--- src/logic/queue_if.sv ---
`default_nettype none

interface queue_if #(
    parameter type entry_t = logic [31:0]
);

    // push side, one-cycle strobe with a valid entry
    logic   push;
    entry_t push_data;

    // pop side, head entry valid while empty is low
    logic   pop;
    entry_t pop_data;

    logic   empty;
    // only observed by assertions, no back-pressure
    logic   full;

    modport producer (output push, output push_data, input full);
    modport queue    (input push, input push_data, input pop,
                      output pop_data, output empty, output full);
    modport consumer (output pop, input pop_data, input empty);

endinterface

`default_nettype wire

--- src/logic/sync_queue.sv ---
`default_nettype none

module sync_queue #(
    parameter type entry_t = logic [31:0],
    parameter int  DEPTH   = 4
) (
    input logic    clk,
    input logic    rst,
    queue_if.queue q
);

    localparam int PTR_W = (DEPTH > 1) ? $clog2(DEPTH) : 1;
    localparam int CNT_W = $clog2(DEPTH + 1);

    entry_t           mem [DEPTH];
    logic [PTR_W-1:0] wr_ptr;
    logic [PTR_W-1:0] rd_ptr;
    logic [CNT_W-1:0] count;
    logic             do_push;
    logic             do_pop;

    // wrap at DEPTH, which need not be a power of two
    function automatic logic [PTR_W-1:0] next_ptr(input logic [PTR_W-1:0] p);
        if (p == PTR_W'(DEPTH - 1)) begin
            return '0;
        end
        return p + 1'b1;
    endfunction

    // push into a full queue is only taken when a pop frees a slot
    assign do_push = q.push && (!q.full || q.pop);
    assign do_pop  = q.pop && !q.empty;

    always_ff @(posedge clk) begin
        if (rst) begin
            wr_ptr <= '0;
            rd_ptr <= '0;
            count  <= '0;
        end else begin
            if (do_push) begin
                wr_ptr <= next_ptr(wr_ptr);
            end
            if (do_pop) begin
                rd_ptr <= next_ptr(rd_ptr);
            end
            case ({do_push, do_pop})
                2'b10:   count <= count + 1'b1;
                2'b01:   count <= count - 1'b1;
                default: count <= count;
            endcase
        end
    end

    // storage array
    always_ff @(posedge clk) begin
        if (do_push) begin
            mem[wr_ptr] <= q.push_data;
        end
    end

    assign q.pop_data = mem[rd_ptr];
    assign q.empty    = (count == '0);
    assign q.full     = (count == CNT_W'(DEPTH));

    // producer must drain as fast as it fills
    a_overflow: assert property (@(posedge clk) disable iff (rst)
        !(q.push && q.full && !q.pop));

    // consumer pops only a valid head
    a_underflow: assert property (@(posedge clk) disable iff (rst)
        !(q.pop && q.empty));

endmodule

`default_nettype wire

--- src/flat_wrapper.sv ---
// flat-port wrapper written by rule: the top's interface ports become plain ports
module sync_queue_flat 
#(
    parameter type entry_t = logic [31:0],
    parameter int  DEPTH   = 4
)
  (clk, rst, q_push, q_push_data, q_pop, q_pop_data, q_empty, q_full);
  queue_if #(.entry_t(entry_t)) q_i ();
  input logic clk;
  input logic rst;
  input wire logic [$bits(q_i.push)-1:0] q_push;
  input wire logic [$bits(q_i.push_data)-1:0] q_push_data;
  input wire logic [$bits(q_i.pop)-1:0] q_pop;
  output wire logic [$bits(q_i.pop_data)-1:0] q_pop_data;
  output wire logic [$bits(q_i.empty)-1:0] q_empty;
  output wire logic [$bits(q_i.full)-1:0] q_full;
  assign q_i.push = q_push;
  assign q_i.push_data = q_push_data;
  assign q_i.pop = q_pop;
  assign q_pop_data = q_i.pop_data;
  assign q_empty = q_i.empty;
  assign q_full = q_i.full;
  sync_queue #(.entry_t(entry_t), .DEPTH(DEPTH)) u_core (.clk(clk), .rst(rst), .q(q_i));
endmodule
--- config.mk ---
export PLATFORM = sky130hd
export DESIGN_NAME = sync_queue_flat
export DESIGN_NICKNAME = d
export VERILOG_FILES = /design/src/logic/queue_if.sv /design/src/logic/sync_queue.sv /design/src/flat_wrapper.sv
export SDC_FILE = /design/constraint.sdc
export NUM_CORES = 1
export LEC_CHECK = 0
export BUFFER_PORTS_ARGS = -buffer_cell sky130_fd_sc_hd__buf_4
export CELL_PAD_IN_SITES_DETAIL_PLACEMENT = 1
export CELL_PAD_IN_SITES_GLOBAL_PLACEMENT = 1
export CORE_MARGIN = 2
export CORE_UTILIZATION = 49
export CTS_CLUSTER_DIAMETER = 30
export CTS_CLUSTER_SIZE = 25
export DETAILED_ROUTE_END_ITERATION = 16
export PLACE_DENSITY_LB_ADDON = 0.1
export RECOVER_POWER = 100
export SKIP_CTS_REPAIR_TIMING = 1
export SYNTH_ARGS = -nofsm -noshare
export SYNTH_HDL_FRONTEND = slang
export SYNTH_SLANG_ARGS = --single-unit
export TNS_END_PERCENT = 100
--- constraint.sdc ---
create_clock -name clk -period 2.6 [get_ports clk]
set_clock_uncertainty 0.05 [all_clocks]
set_input_delay 0.13 -clock clk [delete_from_list [all_inputs] [get_ports clk]]
set_output_delay 0.13 -clock clk [all_outputs]
set_load 0.01 [all_outputs]
==> parameters.txt <==
Parameter                              Value

Logic synthesis
  Post-synthesis net count ... 262
  Avg Synthesized Cell Area ... 23.3 um^2
  Area fraction of the dominant cell type after synthesis ... 75.4%
  Number of standard cells after synthesis ... roughly 220
  Top area cells in the synthesized netlist ... edfxtp_1 75%, mux4_2 14%, dfxtp_1 3.5%
  Flop and latch count out of synthesis ... 137
  Register area share after synthesis ... 79.0%
  Number of unique standard cell types used by synthesis ... 25
  Synth area leader ... edfxtp_1
  Cell Area, Synth ... 5090 um^2
  Yosys Warn Count ... 0

STA
  Final setup TNS ... 0 ps
  Relative max-transition margin ... 39.7%
  Tightest Pin Transition ... 905 ps
  Fmax ... 409 MHz
  Final Hold Violating Endpoints ... 1
  Final critical path time including I/O delays and setup ... between 2000 and 2500 ps
  Setup repair after global routing missed its margin ... false
  Minimum hold slack ... -2.82 ps
  Fraction of the cycle the final worst path needs ... 94.0%
  Number of setup violations in the final report ... 0
  Final max-slew violation count ... 0

Worst hold path
  Min-Delay Path Class ... input pin to flip-flop

Cells and area
  Fillers ... between 800 and 900
  Antenna diode instance count ... 0
  Combined area of the multi-input logic cells ... 1000 um^2
  Final net count ... around 380
  Final core occ ... 63.7%
  Synth-to-layout area growth ... 28.0%
  Share of cells above drive strength 1 ... 25.3%
  Register area ... 4030 um^2
  Final Non-Filler Cells ... 488

Clock network
  Clock-pin transition on the worst setup and hold timing paths ... roughly 60 ps
  Clock insertion delay at the later pin of the skew report ... 510 ps
  Number of buffers created by CTS ... 17
  Maximum clock path buffer count ... 2
  CTS tree ... yes
  Root cell of the clock tree ... clkbuf_8
  Clock sinks ... around 140
  Level count of the clock H-tree ... 4

Global routing
  Initial antenna violation count ... 0
  Met2 track demand over resource ... between 20 and 30%
  GR Util All Layers ... approximately 18%
  Met3 track demand over resource ... 5.27%
  Pin count of the biggest net entering global routing ... 33
  Total gr overflow ... 0
  Vias in the first global route ... 2759
  GR peak layer ... met2
  Met1 global-route usage ... 23.6%
  First-pass GRT wire length ... 14.7 mm

Die
  Chip Width ... 106 um
  Die area ... 11200 um^2
  Overall die height ... 106 um
  Area of the placeable core ... 10200 um^2
  Initial core utilization ... 49.8%
  Site Rows ... 37
  IO Count ... 70

Setup path
  CP top delay family ... simple AND/OR/NAND/NOR gates
  Critical Path Fanout Max ... 5
  Number of buffers and inverters on the critical path ... 2
  Most frequent CP cell ... inv_1
  Data arrival at the endpoint of the critical path ... 2830 ps
  Critical path required time ... 2990 ps
  Critical Path, Cell by Cell ... or4b_4, and2_4, inv_1, ha_1, inv_1, fa_1, xor2_1, or3_1, a21oi_1
  Kind of end point of the critical path ... flip-flop
  Class of the most critical setup path ... flip-flop to flip-flop
  Largest incremental delay on the critical path ... 550 ps
  Startpoint kind of the worst setup timing path ... flip-flop
  Highest-delay cell along the critical path ... or4b_4

Detailed routing
  Remaining number of nets flagged by the antenna check after routing ... 0
  Detailed router's first-iteration violation count ... ~130
  Via count of the routed design ... ~2500
  Via density per instance ... 5.19
  Post-Route WL ... 9.59 mm
  WL/cell ... a little under 20 um
  Residual DRC ... 0
  Drt first pass iters ... 4

Place
  Final weighted congestion in routability-driven placement ... 0.671
  Number of port buffers ... 69
  Placed Cells ... 421
  Post-DP HPWL ... 5.52 mm

Pwr
  Worst supply voltage drop on vdd ... 0.000511 V
  Leakage power figure ... between 2 and 2.5 nW
  Power per cell area ... 950 nW/um^2
  Tot Pwr ... 0.00619 W

Flow run
  Reported max-cap violation count ... 0

Run status
  Violated checks ... hold timing
  Run status ... finished, violations left
-- metal layers --
metal / vias up / share of wire, %
li1: 1153 / -
met1: 1315 / 43
met2: 54 / 53
met3: 10 / 3.1
met4: 0 / 0.91
met5: - / 0
-- cell families (layout without fill, tap and decap cells) --
group | count (synthesis) | count (layout) | synth area share (%)
adders and majority gates | 7 | 7 | 1.87
AOI/OAI and AO/OA | 7 | 7 | 1.03
muxes | 33 | 33 | 14.3
and+or+nand+nor | 18 | 18 | 2.23
buffers and inverters | 15 | 148 | 1.20
xor gates and xnor gates | 2 | 2 | 0.344
DFF | 137 | 137 | 79.0
-- cell usage after synthesis (all sizes together) --
| cell type | n |
|---|---|
| and2 | 1 |
| dfxtp | 9 |
| nand2 | 1 |
| nand3 | 1 |
| clkbuf | 3 |
| ha | 6 |
| fa | 1 |
| nand4b | 1 |
| buf | 5 |
| or4b | 1 |
| and3 | 5 |
| o31ai | 3 |
| mux2i | 1 |
| a21oi | 3 |
| nor2 | 4 |
| edfxtp | 128 |
| inv | 7 |
| xor2 | 2 |
| or3 | 2 |
| o21ai | 1 |
| nor3 | 2 |
| mux4 | 32 |
-- registers in the layout (all words and copies together), names as in the netlist, named ones only --
register,flops
u_core.count,3
u_core.rd_ptr,2
u_core.wr_ptr,2
u_core.mem,128
-- layout by cell type, fill, tap and decap left out, types with 2 or more instances in the layout --
cell type,instances
buf_4,12
clkbuf_2,3
xor2_1,2
clkbuf_4,2
dfxtp_1,7
a21oi_1,3
or3_1,2
dlygate4sd3_1,34
nor2_1,4
mux4_2,32
ha_1,6
nor3_1,2
inv_1,7
clkinv_4,2
clkbuf_1,58
bufinv_16,4
and3_2,4
o31ai_1,2
dfxtp_2,2
edfxtp_1,128
clkbuf_16,16
clkinv_2,6
-- where the power goes --
group          leakage [nW]  internal (W)  switching (W)
registers              1.25       0.00260       0.000108
logic                 0.624      0.000548       0.000544
clock network         0.299       0.00154       0.000848
total                  2.17       0.00469        0.00150
-- final timing paths --
path,from,to,slack [ps],cells after the start
setup / recovery,u_core.count[1],u_core.count[2],160,9
hold / removal,q_pop,u_core.wr_ptr[1],-3,4
setup reg to reg,u_core.count[1],u_core.count[2],160,9
hold reg to reg,u_core.count[2],u_core.count[2],460,2
-- through the flow --
stage | worst slack, ps | cell area [um^2]
2_1_floorplan | 215 | 5090
3_3_place_gp | 144 | 5800
3_5_place_dp | 88.0 | 5800
4_1_cts | 69.8 | 6390
5_1_grt | 4.39 | 6520
6_report | 157 | 6520
-- cell type report --
type / instances / area share [%]
flip-flops and latches: 137 / 61.8
multi-input cells: 67 / 15.4
repair buffers: 110 / 10.7
clock buffers: 17 / 6.35
clock inverters: 14 / 2.76
well taps: 136 / 2.61
inverters: 7 / 0.403
-- worst register-to-register path: stages, from the launching register on --
cell and delay, ps:
dfxtp_1 340, or4b_4 550, and2_4 190, inv_1 50
ha_1 170, inv_1 60, fa_1 370, xor2_1 160
or3_1 300, a21oi_1 130
(Power assumes the default switching activity.)
