File: src/logic/mips_isa_pkg.sv
`default_nettype none

package mips_isa_pkg;

    // field widths of one 32-bit instruction word
    localparam int OPCODE_W = 6;
    localparam int REG_W    = 5;
    localparam int SHAMT_W  = 5;
    localparam int FUNCT_W  = 6;
    localparam int IMM_W    = 16;
    localparam int NUM_REGS = 2 ** REG_W;

    // primary opcodes of the supported subset
    typedef enum logic [OPCODE_W-1:0] {
        OP_SPECIAL = 6'b000000,
        OP_ADDIU   = 6'b001001,
        OP_LW      = 6'b100011,
        OP_SW      = 6'b101011
    } opcode_e;

    // funct codes under OP_SPECIAL
    typedef enum logic [FUNCT_W-1:0] {
        FN_JR   = 6'b001000,
        FN_MFLO = 6'b010010,
        FN_MTLO = 6'b010011
    } funct_e;

    // low half of an r-type word
    typedef struct packed {
        logic [REG_W-1:0]   rd;
        logic [SHAMT_W-1:0] shamt;
        funct_e             funct;
    } rfields_t;

    // low 16 bits read either as r-type fields or as the i-type immediate
    typedef union packed {
        rfields_t         r;
        logic [IMM_W-1:0] imm;
    } low_t;

    typedef struct packed {
        opcode_e          opcode;
        logic [REG_W-1:0] rs;
        logic [REG_W-1:0] rt;
        low_t             low;
    } instr_t;

endpackage

`default_nettype wire

File: src/logic/core_cfg_pkg.sv
`default_nettype none

package core_cfg_pkg;

    import mips_isa_pkg::*;

    localparam int ADDR_W = 32;
    localparam int DATA_W = 32;

    // first fetch address after start
    localparam logic [ADDR_W-1:0] RESET_VECTOR = 32'hBFC0_0000;

    // instruction and data memory sizes in words
    localparam int IMEM_WORDS = 4096;
    localparam int IMEM_AW    = $clog2(IMEM_WORDS);
    localparam int DMEM_WORDS = 1024;
    localparam int DMEM_AW    = $clog2(DMEM_WORDS);

    // fetch to execute record
    typedef struct packed {
        logic [ADDR_W-1:0] pc;
        instr_t            instr;
    } fetch_entry_t;

    // execute to store port record, byte address
    typedef struct packed {
        logic [ADDR_W-1:0] addr;
        logic [DATA_W-1:0] data;
    } store_entry_t;

endpackage

`default_nettype wire

File: src/logic/queue_if.sv
`default_nettype none

interface queue_if #(
    parameter type entry_t = logic [31:0]
);

    // push side, one-cycle strobe with a valid entry
    logic   push;
    entry_t push_data;

    // pop side, head entry valid while empty is low
    logic   pop;
    entry_t pop_data;

    logic   empty;
    // only observed by assertions, no back-pressure
    logic   full;

    modport producer (output push, output push_data, input full);
    modport queue    (input push, input push_data, input pop,
                      output pop_data, output empty, output full);
    modport consumer (output pop, input pop_data, input empty);

endinterface

`default_nettype wire

File: src/logic/fetch_unit.sv
`default_nettype none

module fetch_unit
    import mips_isa_pkg::*;
    import core_cfg_pkg::*;
(
    input  logic              clk,
    input  logic              rst,
    input  logic              start,
    output logic [ADDR_W-1:0] rom_addr,
    input  instr_t            rom_instr,
    queue_if.producer         fq_push,
    output logic              stopped
);

    logic [ADDR_W-1:0] pc;
    logic              running;
    // set once jr r0 has been pushed so the next push is the delay slot
    logic              in_slot;
    logic              is_halt;
    fetch_entry_t      entry;

    // jr r0 is the only branch and is decoded only here
    assign is_halt = (rom_instr.opcode == OP_SPECIAL)
                  && (rom_instr.low.r.funct == FN_JR)
                  && (rom_instr.rs == '0);

    always_ff @(posedge clk) begin
        if (rst) begin
            running <= 1'b0;
            in_slot <= 1'b0;
            pc      <= RESET_VECTOR;
        end else if (start) begin
            running <= 1'b1;
            in_slot <= 1'b0;
            pc      <= RESET_VECTOR;
        end else if (running) begin
            pc <= pc + 32'd4;
            // delay slot pushed this cycle so stop
            if (in_slot) begin
                running <= 1'b0;
                in_slot <= 1'b0;
            end else if (is_halt) begin
                in_slot <= 1'b1;
            end
        end
    end

    assign rom_addr    = pc;
    assign entry.pc    = pc;
    assign entry.instr = rom_instr;

    // one push per running cycle
    assign fq_push.push      = running;
    assign fq_push.push_data = entry;
    assign stopped           = !running;

    // no stall path so the queue must always take the entry
    a_no_push_full: assert property (@(posedge clk) disable iff (rst)
        fq_push.push |-> !fq_push.full);

endmodule

`default_nettype wire

File: src/flat_wrapper.sv
// flat-port wrapper written by rule: the top's interface ports become plain ports
module fetch_unit_flat import mips_isa_pkg::*; import core_cfg_pkg::*;
  (clk, rst, start, rom_addr, rom_instr, stopped, fq_push_push, fq_push_push_data, fq_push_full);
  queue_if fq_push_i ();
  input  logic clk;
  input  logic rst;
  input  logic start;
  output logic [ADDR_W-1:0] rom_addr;
  input  instr_t rom_instr;
  output logic stopped;
  output wire logic [$bits(fq_push_i.push)-1:0] fq_push_push;
  output wire logic [$bits(fq_push_i.push_data)-1:0] fq_push_push_data;
  input wire logic [$bits(fq_push_i.full)-1:0] fq_push_full;
  assign fq_push_push = fq_push_i.push;
  assign fq_push_push_data = fq_push_i.push_data;
  assign fq_push_i.full = fq_push_full;
  fetch_unit u_core (.clk(clk), .rst(rst), .start(start), .rom_addr(rom_addr), .rom_instr(rom_instr), .fq_push(fq_push_i), .stopped(stopped));
endmodule
File: config.mk
export PLATFORM = sky130hd
export DESIGN_NAME = fetch_unit_flat
export DESIGN_NICKNAME = d
export VERILOG_FILES = /design/src/logic/mips_isa_pkg.sv /design/src/logic/core_cfg_pkg.sv /design/src/logic/queue_if.sv /design/src/logic/fetch_unit.sv /design/src/flat_wrapper.sv
export SDC_FILE = /design/constraint.sdc
export NUM_CORES = 1
export LEC_CHECK = 0
export ABC_AREA = 1
export BUFFER_PORTS_ARGS = -buffer_cell sky130_fd_sc_hd__buf_2
export CAP_MARGIN = 15
export CORE_MARGIN = 3
export CORE_UTILIZATION = 45
export CTS_BUF_LIST = sky130_fd_sc_hd__clkbuf_16
export DETAILED_ROUTE_END_ITERATION = 8
export PLACE_DENSITY_LB_ADDON = 0.05
export SETUP_SLACK_MARGIN = 0.5
export SLEW_MARGIN = 40
export SYNTH_ARGS = -nofsm -noshare
export SYNTH_HDL_FRONTEND = slang
export SYNTH_SLANG_ARGS = --single-unit
File: constraint.sdc
create_clock -name clk -period 1.8 [get_ports clk]
set_input_delay 0.27 -clock clk [delete_from_list [all_inputs] [get_ports clk]]
set_output_delay 0.27 -clock clk [all_outputs]
set_load 0.01 [all_outputs]
==> impl_metrics.toml, run 1 <==
[timing]
max_freq_mhz = 753.2
fin_skew_ns = 0.002166
whs_ns = 0.1675
period_minus_slack_ns = 1.328
slew_violations = 0
fin_tns_setup_ns = 0
rsz0062_at_grt = "yes"
setup_viol = 0
fin_crit_sh = 0.7376
finalHoldViolCount = 0
fin_ws_ns = 0.4724

[worst_setup_path]
ff2ff_path_depth = 8
r2r_setup_slack_ns = 0.47
start_kind = "register"
cp.required_ns = 1.96
cp.arrival_ns = 1.48
critPathMaxStageDelay_ns = 0.36
r2r_end = "u_core.rom_addr[25]"
critPathKind = "register to register"
r2r-start = "u_core.rom_addr[2]"
cpMaxStageDelayCell = "dfxtp_4"
crit_chain = "buf_6, nand2_4, nor2_4, nand3b_1, nor2_4, nand2_1, nand2_1, nand3_1"
worstPathMaxFanout = 5
cp-end-kind = "register"

[clock_tree]
clockBufferDepth = 2
cts_root_buf = "clkbuf_16"
insertion_delay_ns = 0.28
cts.clk_slew.worst_paths_ns = 0.05
cts_buffers = 5
cts_tree = "built"
ctsHoldBuffers = 0
cts_max_level = 2
numClockSinks = 32

[global_routing]
antenna_found_initial = 0
grt_overflow = 0
grt_pass1_wl_um = 7679
grt_pass1_vias = 1667
grt_max_degree = 23
grt_use_total = 0.1896

[floorplan]
initial_core_util = 0.4764
rows = 23
io-pin-count = 102
dieHeight_um = 72.01
core_um2 = 4115
die_w_um = 72.01
die_area_um2 = 5185

[power]
power_frac_comb = 0.067
p_sw_w = 0.0003631
p_sw_frac = 0.2244
seqPwrFrac = 0.442
power.density_nw_per_um2 = 641.9
p_leak_nw = 1.172
peakVddDrop_uv = 499.1
p_int_w = 0.001255
p_clk_frac = 0.491

[cells_and_area]
drive_gt1_frac = 0.4395
nNetsFinal = 375
area_growth_pct = 28.53
stdcell_count = 389
num_antenna_cells = 0

[logic_synthesis]
yosysTopAreaCell = "dfxtp_1"
synth_cell_types = 26
yosys.area.top_type_share = 0.3267
netlist_area_um2 = 1961
ys_warn_count = 0
synth_area_leaders = "dfxtp_1 (33%), buf_4 (13%), nand2_1 (11%), nor2_1 (9.0%), nand3_1 (8.2%)"
ys_seq_area_frac = 0.3267
avgSynthCellArea_um2 = 6.784
synth_cells = 289
synth-seq-cells = 32

[detailed_routing]
wl_um = 4863
drcViolationCount = 0
vias = 1905
routedWlPerCell_um = 12.50
routed_via_density = 4.897
dr.pass1.iters = 4
detail-route-antenna-nets = 0
drt-initial-drc-count = 94

[place]
hpwl_um = 3459
io_buffers = 68
dp_slack_ns = 0.3350
gp_congestion = 0.8024
placed_cells = 373

[flow_run]
drv_cap = 0

[run_status]
outcome = "complete, no violations"

[worst_hold_path]
hold_path.class = "input port to register"
min_to = "u_core.fq_push.push"
holdPathStages = 2
hp-start = "rst"
## power by group through the flow
stage	Sequential, W	Clock [W]	Combinational [W]
CTS	0.000714	0.000815	0.000108
global placement	0.000731	0	0.000101
finish	0.000715	0.000795	0.000108
global route	0.000715	0.000847	0.000118
detailed placement	0.000731	0	0.000102
floorplan	0.000730	0	0.000111
## flip-flops by register name, indices dropped and copies added (netlist names)
| signal | count |
|---|---|
| u_core.fq_push.push | 1 |
| u_core.in_slot | 1 |
| u_core.rom_addr | 30 |
## cells in the mapped netlist
cell      count
xor2_1        3
nor3b_1       1
o21ai_0       5
nand2_1      55
a21oi_1      15
clkbuf_1      1
conb_1        1
nor2_4        3
ha_1          1
nor2_1       47
nand2_4       2
inv_2         4
xnor2_1       2
buf_4        35
nand4_1       7
nor3_1        3
nand2_2       3
nor2_8        1
nand3b_1      6
inv_1        24
nor2_2        2
dfxtp_1      32
o21a_1        2
or2_2         1
nand3_1      32
buf_2         1
## placed cells by master, fill, tap and decap left out, types with 7 or more instances in the layout
master | netlist | layout
a21oi_1 | 15 | 15
buf_2 | 1 | 68
buf_4 | 35 | 7
dfxtp_1 | 32 | 14
dfxtp_2 | 0 | 15
inv_1 | 24 | 25
nand2_1 | 55 | 50
nand3_1 | 32 | 22
nand3_2 | 0 | 9
nand4_1 | 7 | 7
nor2_1 | 47 | 33
nor2_2 | 2 | 9
nor2_4 | 3 | 10
## what timing repair did
item	4_1_cts	5_1_grt
hold endpoints to repair	0	0
resized for setup	25	40
setup buffers	6	1
endpoints found under the setup margin	17	22
cloned	1	0
pin swaps	7	14
## cells by family after synthesis
kind of cell,count (synthesis),share of synthesized area
DFF,32,0.3267
and+or+nand+nor,163,0.3918
AOI/OAI and AO/OA,22,0.05871
xor gates and xnor gates,5,0.02234
adders and majority gates,1,0.006381
buffers and inverters,65,0.1921
other,1,0.001913
## routing by layer
metal  GRT usage  share of wire
met5           0              0
met4     0.07933          0.013
met3     0.05402          0.073
met2      0.2969           0.46
met1      0.2446           0.46
## per-stage QoR
stage	cell area, um^2	power (W)	util
2_1_floorplan	1972	0.0008407	-
3_3_place_gp	2118	0.0008321	0.5147
3_5_place_dp	2118	0.0008332	0.5147
4_1_cts	2389	0.001638	0.5804
5_1_grt	2520	0.001681	0.6123
6_report	2520	0.001618	0.6123
## area by class of cell
class,instances,area (um^2)
inverters,28,110.1
repair inverters,1,7.507
well taps,50,62.56
flip-flops and latches,32,670.6
clock buffers,5,125.1
repair buffers,77,415.4
fillers,394,1595
clock inverters,3,11.26
multi-input cells,193,1117
## worst max path at each step
stage | from | endpoint | slack (ns) | cells after the start
floorplan | u_core.rom_addr[2] | u_core.rom_addr[24] | 0.48 | 8
global placement | u_core.rom_addr[2] | u_core.rom_addr[24] | 0.33 | 8
detailed placement | u_core.rom_addr[2] | u_core.rom_addr[28] | 0.34 | 8
CTS | u_core.rom_addr[18] | u_core.rom_addr[31] | 0.45 | 7
global route | u_core.rom_addr[25] | u_core.rom_addr[31] | 0.41 | 7
finish | u_core.rom_addr[2] | u_core.rom_addr[25] | 0.47 | 8
## critical path, delay by kind of cell (launching register included)
family | cells | cell delay (ns)
AND/OR/NAND/NOR | 7 | 0.74
buffers and inverters | 1 | 0.10
flip-flops | 1 | 0.36
Power figures use the tool's default switching activity.
==> inputs of run 2 (changes only) <==
==> constraint.sdc (replaced) <==
create_clock -name clk -period 1.3 [get_ports clk]
set_input_delay 0.195 -clock clk [delete_from_list [all_inputs] [get_ports clk]]
set_output_delay 0.195 -clock clk [all_outputs]
set_load 0.01 [all_outputs]
==> impl_metrics.toml, run 2 (synthesis gave the netlist of run 1 again) <==
[run_status]
outcome = "complete, but fails checks"
violations = "negative setup slack"

[worst_setup_path]
r2r_setup_slack_ns = -0.03
critPathKind = "register to register"
cp.required_ns = 1.46
r2r_end = "u_core.rom_addr[14]"
r2r-start = "u_core.rom_addr[3]"
worstPathMaxFanout = 4
cp-end-kind = "register"
ff2ff_path_depth = 7
cp.arrival_ns = 1.48
start_kind = "register"

[flow_run]
drv_cap = 0

[cells_and_area]
layout_common_cells = "nand2_1 (46), buf_6 (41), buf_2 (38)"
nNetsFinal = 400
final_common_cell = "nand2_1"
area_growth_pct = 57.56
drive_gt1_frac = 0.5592
largest_reg_flops = 30
num_antenna_cells = 0

[power]
total_power_w = 0.002224
peakVddDrop_uv = 626.3
power.density_nw_per_um2 = 719.8
p_leak_nw = 1.380

[floorplan]
initial_core_util = 0.4764
die_w_um = 72.01
dieHeight_um = 72.01
die_area_um2 = 5185
core_um2 = 4115
rows = 23
io-pin-count = 102

[clock_tree]
numClockSinks = 32
cts_buffers = 5
cts.clk_slew.worst_paths_ns = 0.05
cts_tree = "built"
cts_max_level = 2
clockBufferDepth = 2
insertion_delay_ns = 0.27
cts_root_buf = "clkbuf_16"

[worst_hold_path]
holdPathStages = 2
hold_path.class = "input port to register"
hp-start = "rst"
min_to = "u_core.fq_push.push"

[timing]
whs_ns = 0.08778
fin_ws_ns = -0.02533
period_minus_slack_ns = 1.325
rsz0062_at_grt = "yes"
finalHoldViolCount = 0
max_freq_mhz = 754.5
fin_skew_ns = 0.002664
setup_viol = 4
fin_crit_sh = 1.019
slew_violations = 0

[detailed_routing]
routedWlPerCell_um = 12.78
vias = 2108
dr.pass1.iters = 4
routed_via_density = 5.104
drcViolationCount = 0
drt-initial-drc-count = 101
wl_um = 5277
detail-route-antenna-nets = 0

[place]
io_buffers = 68
gp_congestion = 0.8286
hpwl_um = 3554
dp_slack_ns = -0.04206

[global_routing]
grt_overflow = 0
grt_max_degree = 13
antenna_found_initial = 0
grt_pass1_wl_um = 8211
grt_use_total = 0.1987
grt_pass1_vias = 1884
==> run 2: changes by cell type in the layout (fill, tap and decap cells not counted), sizes merged <==
cell    before  now
buf         77  102
clkinv       1    0
==> run 2: how the worst max path moves through the flow <==
stage                             startpoint             endpoint  slack [ns]
after CTS                 u_core.rom_addr[2]  u_core.rom_addr[28]      -0.006
after global routing      u_core.rom_addr[3]  u_core.rom_addr[26]       -0.09
after detailed placement  u_core.rom_addr[2]  u_core.rom_addr[28]       -0.04
after global placement    u_core.rom_addr[2]  u_core.rom_addr[28]      -0.003
final                     u_core.rom_addr[3]  u_core.rom_addr[14]       -0.03
after floorplan           u_core.rom_addr[2]  u_core.rom_addr[24]        0.04
==> run 2: layout make-up <==
| type | count | area (um^2) |
|---|---|---|
| Fill cell | 316 | 1026 |
| Clock inverter | 2 | 7.507 |
| Timing Repair inverter | 1 | 7.507 |
| Inverter | 28 | 112.6 |
| Clock buffer | 5 | 125.1 |
| Timing Repair Buffer | 102 | 844.6 |
| Multi-Input combinational cell | 193 | 1192 |
| Tap cell | 50 | 62.56 |
| Sequential cell | 32 | 737.0 |
==> run 2: worst max-delay path: stages (launching register included) <==
cell     delay [ns]
dfxtp_4        0.38
ha_4           0.16
nand2_4        0.05
nor2_4         0.15
nand3_2        0.13
buf_6          0.14
xor2_1         0.14
nor2_1         0.05
==> run 2: where the power goes <==
group	switching, W	total, W	internal, W	leakage [nW]
Combinational	0.0000964	0.000196	0.0000994	1.04
Clock	0.000397	0.00108	0.000683	0.0723
Sequential	0.00000662	0.000948	0.000941	0.272
Total	0.000500	0.00222	0.00172	1.38
==> run 2: per-stage QoR <==
step	TNS, ns	area, um^2	util	cells
finish	-0.04640	3089	0.7507	413
global placement	-0.002801	2287	0.5558	383
CTS	-0.007962	2878	0.6993	404
floorplan	0	2069	-	290
detailed placement	-0.05695	2287	0.5558	383
global route	-0.7500	3089	0.7507	413
==> run 2: what timing repair did <==
item | CTS | global route
endpoints found under the setup margin | 64 | 64
setup buffers | 13 | 9
hold buffers | 0 | 0
gates resized for setup | 87 | 38
cloned | 1 | 0
pin swaps | 14 | 14
==> run 2: metal layers <==
| metal | part of all wire | GRT usage | vias up |
|---|---|---|---|
| met5 | 0 | 0 | - |
| met4 | 0.021 | 0.07307 | 0 |
| met3 | 0.074 | 0.04571 | 13 |
| met2 | 0.48 | 0.3439 | 95 |
| met1 | 0.42 | 0.2398 | 964 |
| li1 | - | - | 1036 |
==> inputs of run 3 (changes only) <==
--- a/config.mk
+++ b/config.mk
@@ -8,9 +8,8 @@
 export ABC_AREA = 1
 export BUFFER_PORTS_ARGS = -buffer_cell sky130_fd_sc_hd__buf_2
 export CAP_MARGIN = 15
-export CORE_MARGIN = 3
 export CORE_UTILIZATION = 45
-export CTS_BUF_LIST = sky130_fd_sc_hd__clkbuf_16
+export CTS_BUF_LIST = sky130_fd_sc_hd__clkbuf_2
 export DETAILED_ROUTE_END_ITERATION = 8
 export PLACE_DENSITY_LB_ADDON = 0.05
 export SETUP_SLACK_MARGIN = 0.5
==> impl_metrics.toml, run 3 (synthesis gave the netlist of run 1 again) <==
[power]
p_sw_frac = 0.2739
p_leak_nw = 1.348
peakVddDrop_uv = 623.5
p_int_w = 0.001180
power_frac_comb = 0.104
p_sw_w = 0.0004453
power.density_nw_per_um2 = 552.9
p_clk_frac = 0.307
seqPwrFrac = 0.589

[detailed_routing]
drt-initial-drc-count = 84
routedWlPerCell_um = 11.72
vias = 2070
dr.pass1.iters = 4
drcViolationCount = 0
routed_via_density = 4.905
wl_um = 4946
detail-route-antenna-nets = 0

[cells_and_area]
nNetsFinal = 408
area_growth_pct = 49.97
final_common_cell = "nand2_1"
drive_gt1_frac = 0.5188
layout_common_cells = "nand2_1 (52), buf_2 (39), buf_6 (39)"
stdcell_count = 422
num_antenna_cells = 0
largest_reg_flops = 30

[timing]
finalHoldViolCount = 0
fin_ws_ns = -0.001544
setup_viol = 1
fin_tns_setup_ns = -0.001544
fin_skew_ns = 0.01309
rsz0062_at_grt = "yes"
fin_crit_sh = 1.001
period_minus_slack_ns = 1.302
slew_violations = 0
max_freq_mhz = 768.3

[floorplan]
die_w_um = 68.01
initial_core_util = 0.4798
io-pin-count = 102
die_area_um2 = 4625
core_um2 = 4086
dieHeight_um = 68.01
rows = 23

[run_status]
violations = "negative setup slack"
outcome = "complete, but fails checks"

[worst_setup_path]
r2r_end = "u_core.rom_addr[10]"
cp.required_ns = 1.60
critPathKind = "register to register"
crit_top_cell = "buf_4"
cpMaxStageDelayCell = "dfxtp_4"
start_kind = "register"
ff2ff_path_depth = 7
cp.arrival_ns = 1.60
crit_chain = "ha_4, nand2_4, nor2_4, buf_4, buf_4, a21oi_1, nor3b_1"
r2r_setup_slack_ns = -0.002
r2r-start = "u_core.rom_addr[2]"
worstPathMaxFanout = 5
critPathMaxStageDelay_ns = 0.42
cp-end-kind = "register"

[clock_tree]
cts.clk_slew.worst_paths_ns = 0.16
numClockSinks = 32
clockBufferDepth = 2
cts_buffers = 5
insertion_delay_ns = 0.38
cts_tree = "built"
cts_root_buf = "clkbuf_2"
cts_max_level = 2

[worst_hold_path]
min_to = "u_core.fq_push.push"
hp-start = "start"
holdPathStages = 3
hold_path.class = "input port to register"

[flow_run]
drv_cap = 0

[place]
io_buffers = 68
placed_cells = 384
hpwl_um = 3474
gp_congestion = 0.8233

[global_routing]
grt_pass1_wl_um = 7700
grt_use_total = 0.2251
grt_max_degree = 23
grt_overflow = 0
antenna_found_initial = 0
grt_pass1_vias = 1792
==> run 3: cell types whose count changed in the layout (fill, tap and decap cells not counted), sizes merged <==
cell	change
inv	-3
dlygate4sd3	+1
clkinv	+2
clkinvlp	-1
clkbuf	+2
buf	+8
==> run 3: worst max-delay path by stage <==
stage / from / endpoint / cells after the start
2_1_floorplan: u_core.rom_addr[2] / u_core.rom_addr[24] / 8
3_3_place_gp: u_core.rom_addr[2] / u_core.rom_addr[22] / 8
3_5_place_dp: u_core.rom_addr[2] / u_core.rom_addr[22] / 8
4_1_cts: u_core.fq_push.push / u_core.rom_addr[25] / 8
5_1_grt: u_core.rom_addr[2] / u_core.rom_addr[28] / 8
6_report: u_core.rom_addr[2] / u_core.rom_addr[10] / 7
==> run 3: critical path: cells and delay by family (launching register included) <==
| family | cells | cell delay [ns] |
|---|---|---|
| compound gates | 1 | 0.06 |
| buf+inv | 2 | 0.24 |
| fa+ha+maj | 1 | 0.14 |
| flops | 1 | 0.42 |
| simple gates | 3 | 0.37 |
==> run 3: final cells by class <==
class | count | area [um^2]
multi-input cells | 193 | 1094
repair buffers | 111 | 909.6
well taps | 50 | 62.56
clock inverters | 1 | 5.005
inverters | 28 | 112.6
flip-flops and latches | 32 | 721.9
clock buffers | 7 | 35.03
fillers | 306 | 1146
==> run 3: power groups by stage <==
stage,registers [W],clock network (W),logic [W]
finish,0.000958,0.000500,0.000168
CTS,0.000968,0.000513,0.000169
global route,0.000959,0.000551,0.000183
detailed placement,0.00101,0,0.000144
floorplan,0.00101,0,0.000156
global placement,0.00101,0,0.000142
==> run 3: what timing repair did <==
item,in CTS,in global routing
buffers inserted,23,6
pin swaps,7,4
endpoints found under the setup margin,64,64
endpoints found under the hold margin,1,0
gates resized for setup,68,19
hold buffers,1,0
==> run 3: stage by stage <==
step	power (W)	instance area, um^2	utilization	hold WS [ns]	worst slack (ns)
4_1_cts	0.001651	2820	0.6901	0.02245	0.01731
3_3_place_gp	0.001153	2307	0.5646	0.3634	0.01463
6_report	0.001626	2940	0.7195	0.03794	-0.001544
3_5_place_dp	0.001155	2307	0.5646	0.3673	-0.0004089
5_1_grt	0.001693	2940	0.7195	0.03351	-0.1180
2_1_floorplan	0.001164	2069	-	0.2567	0.04030
==> run 3: per-layer routing <==
metal	GRT usage	up-vias	share of wire
met2	0.3799	88	0.47
met3	0.05833	6	0.072
met5	0	-	0
met1	0.2778	918	0.45
met4	0.06771	0	0.0095
li1	-	1058	-
